$ cat config.mk
export PLATFORM = sky130hd
export DESIGN_NAME = rvv_lite_top
export DESIGN_NICKNAME = d
export VERILOG_FILES = /design/src/logic/rvv_lite_pkg.sv /design/src/logic/rvv_lite_top.sv /design/src/logic/rvv_rob.sv /design/src/logic/rvv_mul.sv /design/src/logic/rvv_alu.sv /design/src/logic/rvv_dispatch.sv /design/src/logic/rvv_cmd_queue.sv
export SDC_FILE = /design/constraint.sdc
export NUM_CORES = 2
export LEC_CHECK = 0
export ABC_AREA = 1
export BUFFER_PORTS_ARGS = -buffer_cell sky130_fd_sc_hd__clkbuf_2
export CORE_AREA = 2 2 397 399
export DETAILED_ROUTE_END_ITERATION = 7
export DIE_AREA = 0 0 399 401
export GPL_TIMING_DRIVEN = 0
export PLACE_DENSITY = 0.63
export SKIP_CTS_REPAIR_TIMING = 1
export SYNTH_ARGS = -nofsm -noshare
export SYNTH_HDL_FRONTEND = slang
export SYNTH_SLANG_ARGS = --single-unit
export TNS_END_PERCENT = 5
$ cat constraint.sdc
create_clock -name clk -period 7.3 [get_ports clk]
set_clock_uncertainty 0.05 [all_clocks]
set_input_delay 1.46 -clock clk [delete_from_list [all_inputs] [get_ports clk]]
set_output_delay 1.46 -clock clk [all_outputs]
set_load 0.05 [all_outputs]
$ cat src/logic/rvv_lite_pkg.sv
package rvv_lite_pkg;

    // Command queue push lanes and depth
    localparam int issue_lanes = 2;
    localparam int cq_depth    = 8;

    // Reorder buffer
    localparam int rob_depth = 8;
    localparam int rob_idx_w = 3;

    // Vector shape of four 8-bit elements
    localparam int vlen     = 32;
    localparam int sew      = 8;
    localparam int num_elem = 4;

    localparam int mul_stages = 3;

    // Width of the issuer tag that comes back at retire
    localparam int tag_w = 8;

    typedef enum logic [1:0] {
        op_add = 2'd0,
        op_sub = 2'd1,
        op_mul = 2'd2
    } op_e;

    typedef struct packed {
        logic [tag_w-1:0] tag;
        op_e              op;
        logic [vlen-1:0]  src_a;
        logic [vlen-1:0]  src_b;
    } cmd_t;

    typedef struct packed {
        logic [rob_idx_w-1:0] rob_idx;
        op_e                  op;
        logic [vlen-1:0]      src_a;
        logic [vlen-1:0]      src_b;
    } issue_t;

    typedef struct packed {
        logic [rob_idx_w-1:0] rob_idx;
        logic [vlen-1:0]      data;
    } wb_t;

    typedef struct packed {
        logic [tag_w-1:0] tag;
        logic [vlen-1:0]  data;
    } retire_t;

endpackage
$ cat src/logic/rvv_lite_top.sv
`timescale 1ns/1ns

module rvv_lite_top (
    input  logic                                              clk,
    input  logic                                              rst_n,
    input  logic               [rvv_lite_pkg::issue_lanes-1:0] cmd_valid,
    input  rvv_lite_pkg::cmd_t [rvv_lite_pkg::issue_lanes-1:0] cmd,
    output logic               [rvv_lite_pkg::issue_lanes-1:0] cmd_ready,
    output logic                                              rt_valid,
    output rvv_lite_pkg::retire_t                             rt,
    input  logic                                              rt_ready
);

    // Queue to dispatch
    logic               q_valid;
    rvv_lite_pkg::cmd_t q_cmd;
    logic               q_pop;

    // Dispatch to ROB
    logic                               alloc;
    logic                               alloc_ready;
    logic [rvv_lite_pkg::rob_idx_w-1:0] alloc_idx;
    logic [rvv_lite_pkg::tag_w-1:0]     alloc_tag;

    // Dispatch to units
    logic                 alu_valid;
    logic                 mul_valid;
    rvv_lite_pkg::issue_t alu_uop;
    rvv_lite_pkg::issue_t mul_uop;

    // Units to ROB
    logic              alu_wb_valid;
    logic              mul_wb_valid;
    rvv_lite_pkg::wb_t alu_wb;
    rvv_lite_pkg::wb_t mul_wb;

    rvv_cmd_queue u_cmd_queue (
        .clk       (clk),
        .rst_n     (rst_n),
        .cmd_valid (cmd_valid),
        .cmd       (cmd),
        .cmd_ready (cmd_ready),
        .q_pop     (q_pop),
        .q_valid   (q_valid),
        .q_cmd     (q_cmd)
    );

    rvv_dispatch u_dispatch (
        .clk         (clk),
        .rst_n       (rst_n),
        .q_valid     (q_valid),
        .q_cmd       (q_cmd),
        .q_pop       (q_pop),
        .alloc_ready (alloc_ready),
        .alloc_idx   (alloc_idx),
        .alloc       (alloc),
        .alloc_tag   (alloc_tag),
        .alu_valid   (alu_valid),
        .mul_valid   (mul_valid),
        .alu_uop     (alu_uop),
        .mul_uop     (mul_uop)
    );

    rvv_alu u_alu (
        .clk          (clk),
        .rst_n        (rst_n),
        .alu_valid    (alu_valid),
        .alu_uop      (alu_uop),
        .alu_wb_valid (alu_wb_valid),
        .alu_wb       (alu_wb)
    );

    rvv_mul u_mul (
        .clk          (clk),
        .rst_n        (rst_n),
        .mul_valid    (mul_valid),
        .mul_uop      (mul_uop),
        .mul_wb_valid (mul_wb_valid),
        .mul_wb       (mul_wb)
    );

    rvv_rob u_rob (
        .clk          (clk),
        .rst_n        (rst_n),
        .alloc        (alloc),
        .alloc_tag    (alloc_tag),
        .alloc_ready  (alloc_ready),
        .alloc_idx    (alloc_idx),
        .alu_wb_valid (alu_wb_valid),
        .mul_wb_valid (mul_wb_valid),
        .alu_wb       (alu_wb),
        .mul_wb       (mul_wb),
        .rt_valid     (rt_valid),
        .rt           (rt),
        .rt_ready     (rt_ready)
    );

endmodule

$ cat src/logic/rvv_rob.sv
`timescale 1ns/1ns

module rvv_rob (
    input  logic                               clk,
    input  logic                               rst_n,
    input  logic                               alloc,
    input  logic [rvv_lite_pkg::tag_w-1:0]     alloc_tag,
    output logic                               alloc_ready,
    output logic [rvv_lite_pkg::rob_idx_w-1:0] alloc_idx,
    input  logic                               alu_wb_valid,
    input  logic                               mul_wb_valid,
    input  rvv_lite_pkg::wb_t                  alu_wb,
    input  rvv_lite_pkg::wb_t                  mul_wb,
    output logic                               rt_valid,
    output rvv_lite_pkg::retire_t              rt,
    input  logic                               rt_ready
);

    typedef logic [$clog2(rvv_lite_pkg::rob_depth+1)-1:0] cnt_t;

    // Entry state
    logic [rvv_lite_pkg::rob_depth-1:0] busy;
    logic [rvv_lite_pkg::rob_depth-1:0] done;
    logic [rvv_lite_pkg::tag_w-1:0]     tag_mem  [rvv_lite_pkg::rob_depth];
    logic [rvv_lite_pkg::vlen-1:0]      data_mem [rvv_lite_pkg::rob_depth];

    logic [rvv_lite_pkg::rob_idx_w-1:0] head;
    logic [rvv_lite_pkg::rob_idx_w-1:0] tail;
    cnt_t                               count;
    logic                               retire;

    assign alloc_ready = (count != cnt_t'(rvv_lite_pkg::rob_depth));
    assign alloc_idx   = tail;

    // Head is offered once its result has been written back
    assign rt_valid = busy[head] & done[head];
    assign rt       = '{tag: tag_mem[head], data: data_mem[head]};
    assign retire   = rt_valid & rt_ready;

    always_ff @(posedge clk) begin
        if (!rst_n) begin
            busy  <= '0;
            done  <= '0;
            head  <= '0;
            tail  <= '0;
            count <= '0;
        end else begin
            if (alloc) begin
                busy[tail] <= 1'b1;
                done[tail] <= 1'b0;
                tail       <= tail + 1'b1;
            end
            // Both units may complete in one cycle on different entries
            if (alu_wb_valid) begin
                done[alu_wb.rob_idx] <= 1'b1;
            end
            if (mul_wb_valid) begin
                done[mul_wb.rob_idx] <= 1'b1;
            end
            if (retire) begin
                busy[head] <= 1'b0;
                done[head] <= 1'b0;
                head       <= head + 1'b1;
            end
            count <= count + cnt_t'(alloc) - cnt_t'(retire);
        end
    end

    always_ff @(posedge clk) begin
        if (alloc) begin
            tag_mem[tail] <= alloc_tag;
        end
        if (alu_wb_valid) begin
            data_mem[alu_wb.rob_idx] <= alu_wb.data;
        end
        if (mul_wb_valid) begin
            data_mem[mul_wb.rob_idx] <= mul_wb.data;
        end
    end

    // Write-backs must hit an entry allocated earlier and still waiting
    rob_wb_pending: assert property (
        @(posedge clk) disable iff (!rst_n)
        (alu_wb_valid |-> busy[alu_wb.rob_idx] && !done[alu_wb.rob_idx]) and
        (mul_wb_valid |-> busy[mul_wb.rob_idx] && !done[mul_wb.rob_idx])
    ) else $error("Write-back to a ROB entry that is not pending");

    rob_rt_hold: assert property (
        @(posedge clk) disable iff (!rst_n)
        rt_valid && !rt_ready |=> rt_valid && $stable(rt)
    ) else $error("Retire payload changed while stalled");

endmodule

$ cat src/logic/rvv_mul.sv
`timescale 1ns/1ns

module rvv_mul (
    input  logic                 clk,
    input  logic                 rst_n,
    input  logic                 mul_valid,
    input  rvv_lite_pkg::issue_t mul_uop,
    output logic                 mul_wb_valid,
    output rvv_lite_pkg::wb_t    mul_wb
);

    // One valid bit per stage
    logic [rvv_lite_pkg::mul_stages-1:0] vld;

    logic [rvv_lite_pkg::num_elem-1:0][2*rvv_lite_pkg::sew-1:0] prod_s1;
    logic [rvv_lite_pkg::rob_idx_w-1:0]                         idx_s1;
    logic [rvv_lite_pkg::vlen-1:0]                              low_s2;
    logic [rvv_lite_pkg::rob_idx_w-1:0]                         idx_s2;

    always_ff @(posedge clk) begin
        if (!rst_n) begin
            vld <= '0;
        end else begin
            vld <= {vld[rvv_lite_pkg::mul_stages-2:0], mul_valid};
        end
    end

    assign mul_wb_valid = vld[rvv_lite_pkg::mul_stages-1];

    always_ff @(posedge clk) begin
        // Stage 1 full-width element products
        if (mul_valid) begin
            for (int e = 0; e < rvv_lite_pkg::num_elem; e++) begin
                prod_s1[e] <= mul_uop.src_a[e*rvv_lite_pkg::sew +: rvv_lite_pkg::sew] *
                              mul_uop.src_b[e*rvv_lite_pkg::sew +: rvv_lite_pkg::sew];
            end
            idx_s1 <= mul_uop.rob_idx;
        end

        // Stage 2 keeps the low byte of each product
        if (vld[0]) begin
            for (int e = 0; e < rvv_lite_pkg::num_elem; e++) begin
                low_s2[e*rvv_lite_pkg::sew +: rvv_lite_pkg::sew] <=
                    prod_s1[e][rvv_lite_pkg::sew-1:0];
            end
            idx_s2 <= idx_s1;
        end

        // Stage 3 write-back register
        if (vld[1]) begin
            mul_wb <= '{rob_idx: idx_s2, data: low_s2};
        end
    end

endmodule

$ cat src/logic/rvv_alu.sv
`timescale 1ns/1ns

module rvv_alu (
    input  logic                 clk,
    input  logic                 rst_n,
    input  logic                 alu_valid,
    input  rvv_lite_pkg::issue_t alu_uop,
    output logic                 alu_wb_valid,
    output rvv_lite_pkg::wb_t    alu_wb
);

    logic [rvv_lite_pkg::vlen-1:0] result;

    // Per-element add or subtract with no carry across elements
    always_comb begin
        for (int e = 0; e < rvv_lite_pkg::num_elem; e++) begin
            if (alu_uop.op == rvv_lite_pkg::op_sub) begin
                result[e*rvv_lite_pkg::sew +: rvv_lite_pkg::sew] =
                    alu_uop.src_a[e*rvv_lite_pkg::sew +: rvv_lite_pkg::sew] -
                    alu_uop.src_b[e*rvv_lite_pkg::sew +: rvv_lite_pkg::sew];
            end else begin
                result[e*rvv_lite_pkg::sew +: rvv_lite_pkg::sew] =
                    alu_uop.src_a[e*rvv_lite_pkg::sew +: rvv_lite_pkg::sew] +
                    alu_uop.src_b[e*rvv_lite_pkg::sew +: rvv_lite_pkg::sew];
            end
        end
    end

    always_ff @(posedge clk) begin
        if (!rst_n) begin
            alu_wb_valid <= 1'b0;
        end else begin
            alu_wb_valid <= alu_valid;
        end
    end

    always_ff @(posedge clk) begin
        if (alu_valid) begin
            alu_wb <= '{rob_idx: alu_uop.rob_idx, data: result};
        end
    end

endmodule

$ cat src/logic/rvv_dispatch.sv
`timescale 1ns/1ns

module rvv_dispatch (
    input  logic                                   clk,
    input  logic                                   rst_n,
    input  logic                                   q_valid,
    input  rvv_lite_pkg::cmd_t                     q_cmd,
    output logic                                   q_pop,
    input  logic                                   alloc_ready,
    input  logic [rvv_lite_pkg::rob_idx_w-1:0]     alloc_idx,
    output logic                                   alloc,
    output logic [rvv_lite_pkg::tag_w-1:0]         alloc_tag,
    output logic                                   alu_valid,
    output logic                                   mul_valid,
    output rvv_lite_pkg::issue_t                   alu_uop,
    output rvv_lite_pkg::issue_t                   mul_uop
);

    rvv_lite_pkg::issue_t uop;
    logic                 is_mul;

    // Pop and take a ROB slot on the same edge
    assign q_pop     = q_valid & alloc_ready;
    assign alloc     = q_pop;
    assign alloc_tag = q_cmd.tag;

    assign is_mul = (q_cmd.op == rvv_lite_pkg::op_mul);

    assign uop = '{rob_idx: alloc_idx, op: q_cmd.op, src_a: q_cmd.src_a, src_b: q_cmd.src_b};

    always_ff @(posedge clk) begin
        if (!rst_n) begin
            alu_valid <= 1'b0;
            mul_valid <= 1'b0;
        end else begin
            alu_valid <= q_pop & ~is_mul;
            mul_valid <= q_pop & is_mul;
        end
    end

    // Operand registers only load for the unit that gets the uop
    always_ff @(posedge clk) begin
        if (q_pop && !is_mul) begin
            alu_uop <= uop;
        end
        if (q_pop && is_mul) begin
            mul_uop <= uop;
        end
    end

    dp_one_unit: assert property (
        @(posedge clk) disable iff (!rst_n)
        !(alu_valid && mul_valid)
    ) else $error("Dispatch issued to ALU and MUL in the same cycle");

endmodule

$ cat src/logic/rvv_cmd_queue.sv
`timescale 1ns/1ns

module rvv_cmd_queue (
    input  logic                                              clk,
    input  logic                                              rst_n,
    input  logic               [rvv_lite_pkg::issue_lanes-1:0] cmd_valid,
    input  rvv_lite_pkg::cmd_t [rvv_lite_pkg::issue_lanes-1:0] cmd,
    output logic               [rvv_lite_pkg::issue_lanes-1:0] cmd_ready,
    input  logic                                              q_pop,
    output logic                                              q_valid,
    output rvv_lite_pkg::cmd_t                                q_cmd
);

    typedef logic [$clog2(rvv_lite_pkg::cq_depth)-1:0]   ptr_t;
    typedef logic [$clog2(rvv_lite_pkg::cq_depth+1)-1:0] cnt_t;

    rvv_lite_pkg::cmd_t mem [rvv_lite_pkg::cq_depth];

    ptr_t wr_ptr;
    ptr_t rd_ptr;
    cnt_t count;
    cnt_t n_push;
    cnt_t next_count;

    logic [rvv_lite_pkg::issue_lanes-1:0] acc;
    logic [rvv_lite_pkg::issue_lanes-1:0] next_ready;

    // Lanes taken this cycle
    assign acc = cmd_valid & cmd_ready;

    always_comb begin
        n_push = '0;
        for (int i = 0; i < rvv_lite_pkg::issue_lanes; i++) begin
            n_push = n_push + cnt_t'(acc[i]);
        end
        next_count = count + n_push - cnt_t'(q_pop);

        // Lane i needs i+1 free slots
        for (int i = 0; i < rvv_lite_pkg::issue_lanes; i++) begin
            next_ready[i] = (next_count <= cnt_t'(rvv_lite_pkg::cq_depth - 1 - i));
        end
    end

    always_ff @(posedge clk) begin
        if (!rst_n) begin
            wr_ptr    <= '0;
            rd_ptr    <= '0;
            count     <= '0;
            cmd_ready <= '0;
        end else begin
            wr_ptr    <= wr_ptr + ptr_t'(n_push);
            rd_ptr    <= rd_ptr + ptr_t'(q_pop);
            count     <= next_count;
            cmd_ready <= next_ready;
        end
    end

    // Accepted lanes land in consecutive slots from the write pointer
    always_ff @(posedge clk) begin
        for (int i = 0; i < rvv_lite_pkg::issue_lanes; i++) begin
            if (acc[i]) begin
                mem[wr_ptr + ptr_t'(i)] <= cmd[i];
            end
        end
    end

    assign q_valid = (count != '0);
    assign q_cmd   = mem[rd_ptr];

    // Lane 1 only together with lane 0, so accepted lanes are all ones from bit 0
    cq_push_prefix: assert property (
        @(posedge clk) disable iff (!rst_n)
        (acc & (acc + 1'b1)) == '0
    ) else $error("Command queue lanes accepted out of order: %b", $sampled(acc));

endmodule

# Yosys cells after proc, flatten, opt, wreduce, memory -nomap -nowiden
# Memories as Yosys holds them, arrays and structs flattened. A register that Yosys moved wholly into a read port is not among the register bits.
# Index checks and enable logic that the tools add are counted.
# totals
output_inout_bits	43
elab_cells	133
in_bits	153
regBits	320
mem_bits_rw	912
memories	3
# mem_list
memory	depth	word_bits	rd	rd_ports_with_merged_regs	write_ports	line_no	text
u_cmd_queue.mem	8	74	1	1	2	rvv_cmd_queue.sv:17	rvv_lite_pkg::cmd_t mem [rvv_lite_pkg::cq_depth];
u_rob.data_mem	8	32	1	1	2	rvv_rob.sv:25	logic [rvv_lite_pkg::vlen-1:0] data_mem [rvv_lite_pkg::rob_depth];
u_rob.tag_mem	8	8	1	1	1	rvv_rob.sv:24	logic [rvv_lite_pkg::tag_w-1:0] tag_mem [rvv_lite_pkg::rob_depth];
# op_classes
mux	41
reduce_logical	8
order_cmp	10
add_sub_neg	18
bitwise	15
mul	4
n_eq_ne	3
# op_table
operator	count
2-to-1 mux 8 bit	14
adder 8 bit	4
multiplier 8 x 8 -> 8 bit	4
subtractor 8 bit	4
bitwise AND 8 bit	3
bitwise OR 8 bit	3
less-than comparator 3 x 4 -> 1 bit (second input constant)	4
2-to-1 mux 1 bit	16
NOT 8 bit	2
2-to-1 mux 3 bit	5
demux 1 bit (select 3 bit)	4
>= comparator 3 x 1 -> 1 bit (second input constant)	4
adder 3 x 1 -> 3 bit (second input constant)	3
<= comparator 4 x 3 -> 1 bit (second input constant)	2
subtractor 4 x 1 -> 4 bit	2
binary-select mux 1 bit (select 3 bit)	2
logical AND 1 bit	6
bitwise AND 1 bit	5
adder 4 x 1 -> 4 bit	1
adder 4 bit	1
!= test 4 bit (second input constant)	1
nonzero test 4 bit	1
adder 3 x 1 -> 3 bit	1
adder 3 bit	1
6 further kinds	6

# Depth between registers and ports, before layout
# depth
word_depth	16
depth_mapped	21
depth_no_buf	20

# Hierarchy
# Synthesis repeated with hierarchy kept, for this count alone.
# hier_totals
cells_unflattened	7004
area_unflattened_um2	63275.7
# by_module_without_submodules
module	area_each_um2	instances	seq_area_each_um2	cells_per_inst
rvv_cmd_queue	31909.4	1	18017.3	3861
rvv_rob	16587.2	1	10189.8	1791
rvv_mul	7357.1	1	3213.1	794
rvv_dispatch	4310.4	1	4184.0	159
rvv_alu	3111.7	1	1071.0	399

# Least setup slack after synthesis
# No wires, ideal clock.
# synth_path
path_type	input to register
start	input cmd_valid[0] (netlist bit)
end	memory u_cmd_queue.mem[3][0] (netlist bit), enable pin
stages	4
path_buffers	0
path_slack_ps	-256
arrival_ps	6898
t_required_ps	6642
setup_time_ps	608
cell_sequence	nand2_1 > inv_1 > nand2_1 > o21ai_0
# synth_rtl
element	line_no	text
start, declared	rvv_lite_top.sv:6	input logic [rvv_lite_pkg::issue_lanes-1:0] cmd_valid,
end, declared	rvv_cmd_queue.sv:17	

==> results.toml <==
[finish]
fin_util_pct = 45.4
most-common-layout-cells = "1563 x nand2_1, 1188 x edfxtp_1, 1036 x o21ai_0, 630 x nor2_1, 465 x inv_1"
fin_cells = 8776
area_growth_pct = 14.3
seqCellArea_sq_um = 36600
finalNetCount = 6916
layout_commonest_cell = "nand2_1"
drive_gt1_share_pct = 11.0
fillers = 14574
multi_input_area_sq_um = 20800

[route]
drc = 0
viasPerCell = 5.37
wl_um = 185000
dr.pass1.iters = 8
drtAntennaViolNets = 0
first_iter_violations = 4794
routedWlPerCell_um = 21.1
vias = 47140

[yosys]
synth.top_cell.area_share_pct = 57.7
ys_warn_count = 0
synth_area_sq_um = 61800
syn-num-nets = 6619
synth_top_area_cell = "edfxtp_1"
ys_seq_area_share_pct = 59.2
ys.flop_type = "edfxtp_1"
synthArstFlopShare_pct = 0
syn_inst = 6297
ys_ff_latch = 1235
synth_edf_count = 1188
syn_avg_cell_area_sq_um = 9.82
synthTopCellsByArea = "edfxtp_1 58%, nand2_1 9.5%, o21ai_0 8.5%"
synth_cell_types = 38

[die]
die-area_sq_um = 160000
io_pins = 196
start_util_pct = 39.7
coreArea_sq_um = 156000
rows = 145
die_x_um = 399
fp.dieH_um = 401

[worst_setup_path]
cp_data_required_time_ps = 5790
critPathLaunchType = "flop"
crit_fanout = 10
r2r_cells = 18
cp-end-kind = "output pin"
cp.arrival_ps = 3320
path_class = "flop to output pin"

[power]
p_seq_share_pct = 35.5
p_leak_nw = 28.8
clkPwrFrac_pct = 24.0
powerDensity_nw_per_um2 = 423
ir_drop_v = 0.000285
p_sw_w = 0.0117
power.internal_w = 0.0182
pwr-share-comb_pct = 40.5
switching_share_pct = 39.2

[clock_network]
cts.path.max_buffers = 3
htree_levels = 4
clock_latency_ps = 770
cts-root-buf = "clkbuf_16"
tritoncts = "built"
cts_buffers = 138
clk_pin_slew_ps = 60
cts_sinks = 1235

[sta]
setup_viol = 0
min_period_over_period_pct = 66.2
timing.fmax_mhz = 207
min_period_ps = 4830
rsz0062_at_grt = "false"
final_max_slew_viol_count = 11
tightest_slew_ps = 1540
finalHoldViolations = 0
fin_ws_ps = 2470
relSlewSlack_pct = -2.97

[global_route]
grt_max_degree = 70
grt-ovfl-total = 0
gr-usage-all-layers_pct = 22.8
antenna_found_initial = 23
grt_pass1_wl_um = 277000
grt_pass1_vias = 45925

[placement]
dp.cells = 8512
dpl_worst_slack_ps = 2910
port_buffers = 121
gp_congestion = 0.901
hpwl_um = 134000

[min_path]
min_path_cells = 0
worstHoldPathType = "flop to flop"

[status]
violations = "capacitance limit, slew limit"
outcome = "complete, but fails checks"

[job]
cap_viol_max_count = 1
cells in the mapped netlist (9+ instances only):
| library cell | number |
|---|---|
| buf_6 | 105 |
| edfxtp_1 | 1188 |
| o21ai_0 | 1052 |
| o22ai_1 | 146 |
| xor2_1 | 51 |
| buf_4 | 11 |
| dfxtp_1 | 47 |
| nand2_1 | 1563 |
| o21ai_2 | 70 |
| o32ai_1 | 80 |
| nor2_1 | 631 |
| o21bai_1 | 10 |
| inv_1 | 466 |
| ha_1 | 114 |
| clkbuf_2 | 30 |
| clkbuf_1 | 213 |
| xnor2_1 | 20 |
| buf_1 | 9 |
| fa_1 | 55 |
| nand3_1 | 69 |
| buf_2 | 119 |
| a21oi_1 | 47 |
| o21ai_1 | 148 |
worst paths after layout:
kind / slack, ps / start / end
hold reg to reg: 360 / u_mul.prod_s1[19] / u_mul.low_s2[11]
setup / recovery: 2470 / flop / rt[17]
hold / removal: 360 / u_mul.prod_s1[19] / u_mul.low_s2[11]
setup reg to reg: 3170 / u_dispatch.mul_uop[26] / u_mul.prod_s1[55]
worst max-delay path, cell delays in order (launching register included):
cell and delay (ps):
dfxtp_1 610, clkbuf_1 620, clkbuf_1 470, o21ai_0 170, o32ai_1 170, nand2_1 90
nand2_1 130, clkbuf_2 290
flip-flops by register name, summed over array words and instances (netlist names), 4 cells and up, named ones only:
signal and cells:
u_dispatch.alu_uop 69, u_mul.prod_s1 32, u_rob.busy 8, u_mul.low_s2 32, u_cmd_queue.count 4, u_rob.done 8, u_mul.mul_wb 35, u_rob.count 4
u_cmd_queue.mem 592, u_rob.tag_mem 64, u_alu.alu_wb 35, u_rob.data_mem 256, u_dispatch.mul_uop 67
power groups by stage:
stage          clock network [W]  logic, W  registers [W]
2_1_floorplan                  0   0.00821         0.0106
3_3_place_gp                   0    0.0115         0.0109
3_5_place_dp                   0    0.0120         0.0108
4_1_cts                  0.00722    0.0121         0.0106
5_1_grt                  0.00749    0.0138         0.0107
6_report                 0.00716    0.0121         0.0106
logic make-up after synthesis:
family	share of synthesized area (%)
flops	59.2
fa+ha+maj	4.09
compound gates	13.9
xor+xnor	1.03
buf+inv	7.48
simple gates	14.3
metal layers:
| metal | vias up | routed length [um] | part of all wire [%] | global-route usage (%) |
|---|---|---|---|---|
| met1 | 22322 | 73200 | 40 | 29.3 |
| met2 | 2260 | 86800 | 47 | 37.0 |
| met4 | 22 | 8490 | 4.6 | 10.7 |
| li1 | 22085 | - | - | - |
| met5 | - | 142 | 0.077 | 0 |
| met3 | 451 | 16200 | 8.7 | 4.41 |
area by class of cell:
cell class                      count  share of cell area, %
Antenna cell                        9                 0.0319
Inverter                          473                   2.52
Multi-Input combinational cell   4102                   29.4
Timing Repair Buffer              157                   2.00
Clock buffer                      167                   5.18
Buffer                            487                   4.02
Sequential cell                  1235                   51.8
Tap cell                         2058                   3.64
Clock inverter                     88                   1.39
per-stage QoR:
| stage | area (sq um) | hold WS [ps] | setup TNS, ps | total power, W |
|---|---|---|---|---|
| final | 70700 | 364 | 0 | 0.0299 |
| after global routing | 70700 | 372 | 0 | 0.0320 |
| after CTS | 70600 | 363 | 0 | 0.0299 |
| after detailed placement | 66000 | 355 | 0 | 0.0228 |
| after global placement | 65000 | 351 | -2724640 | 0.0225 |
| after floorplan | 61800 | 350 | -149140 | 0.0188 |
Power figures use the tool's default switching activity.
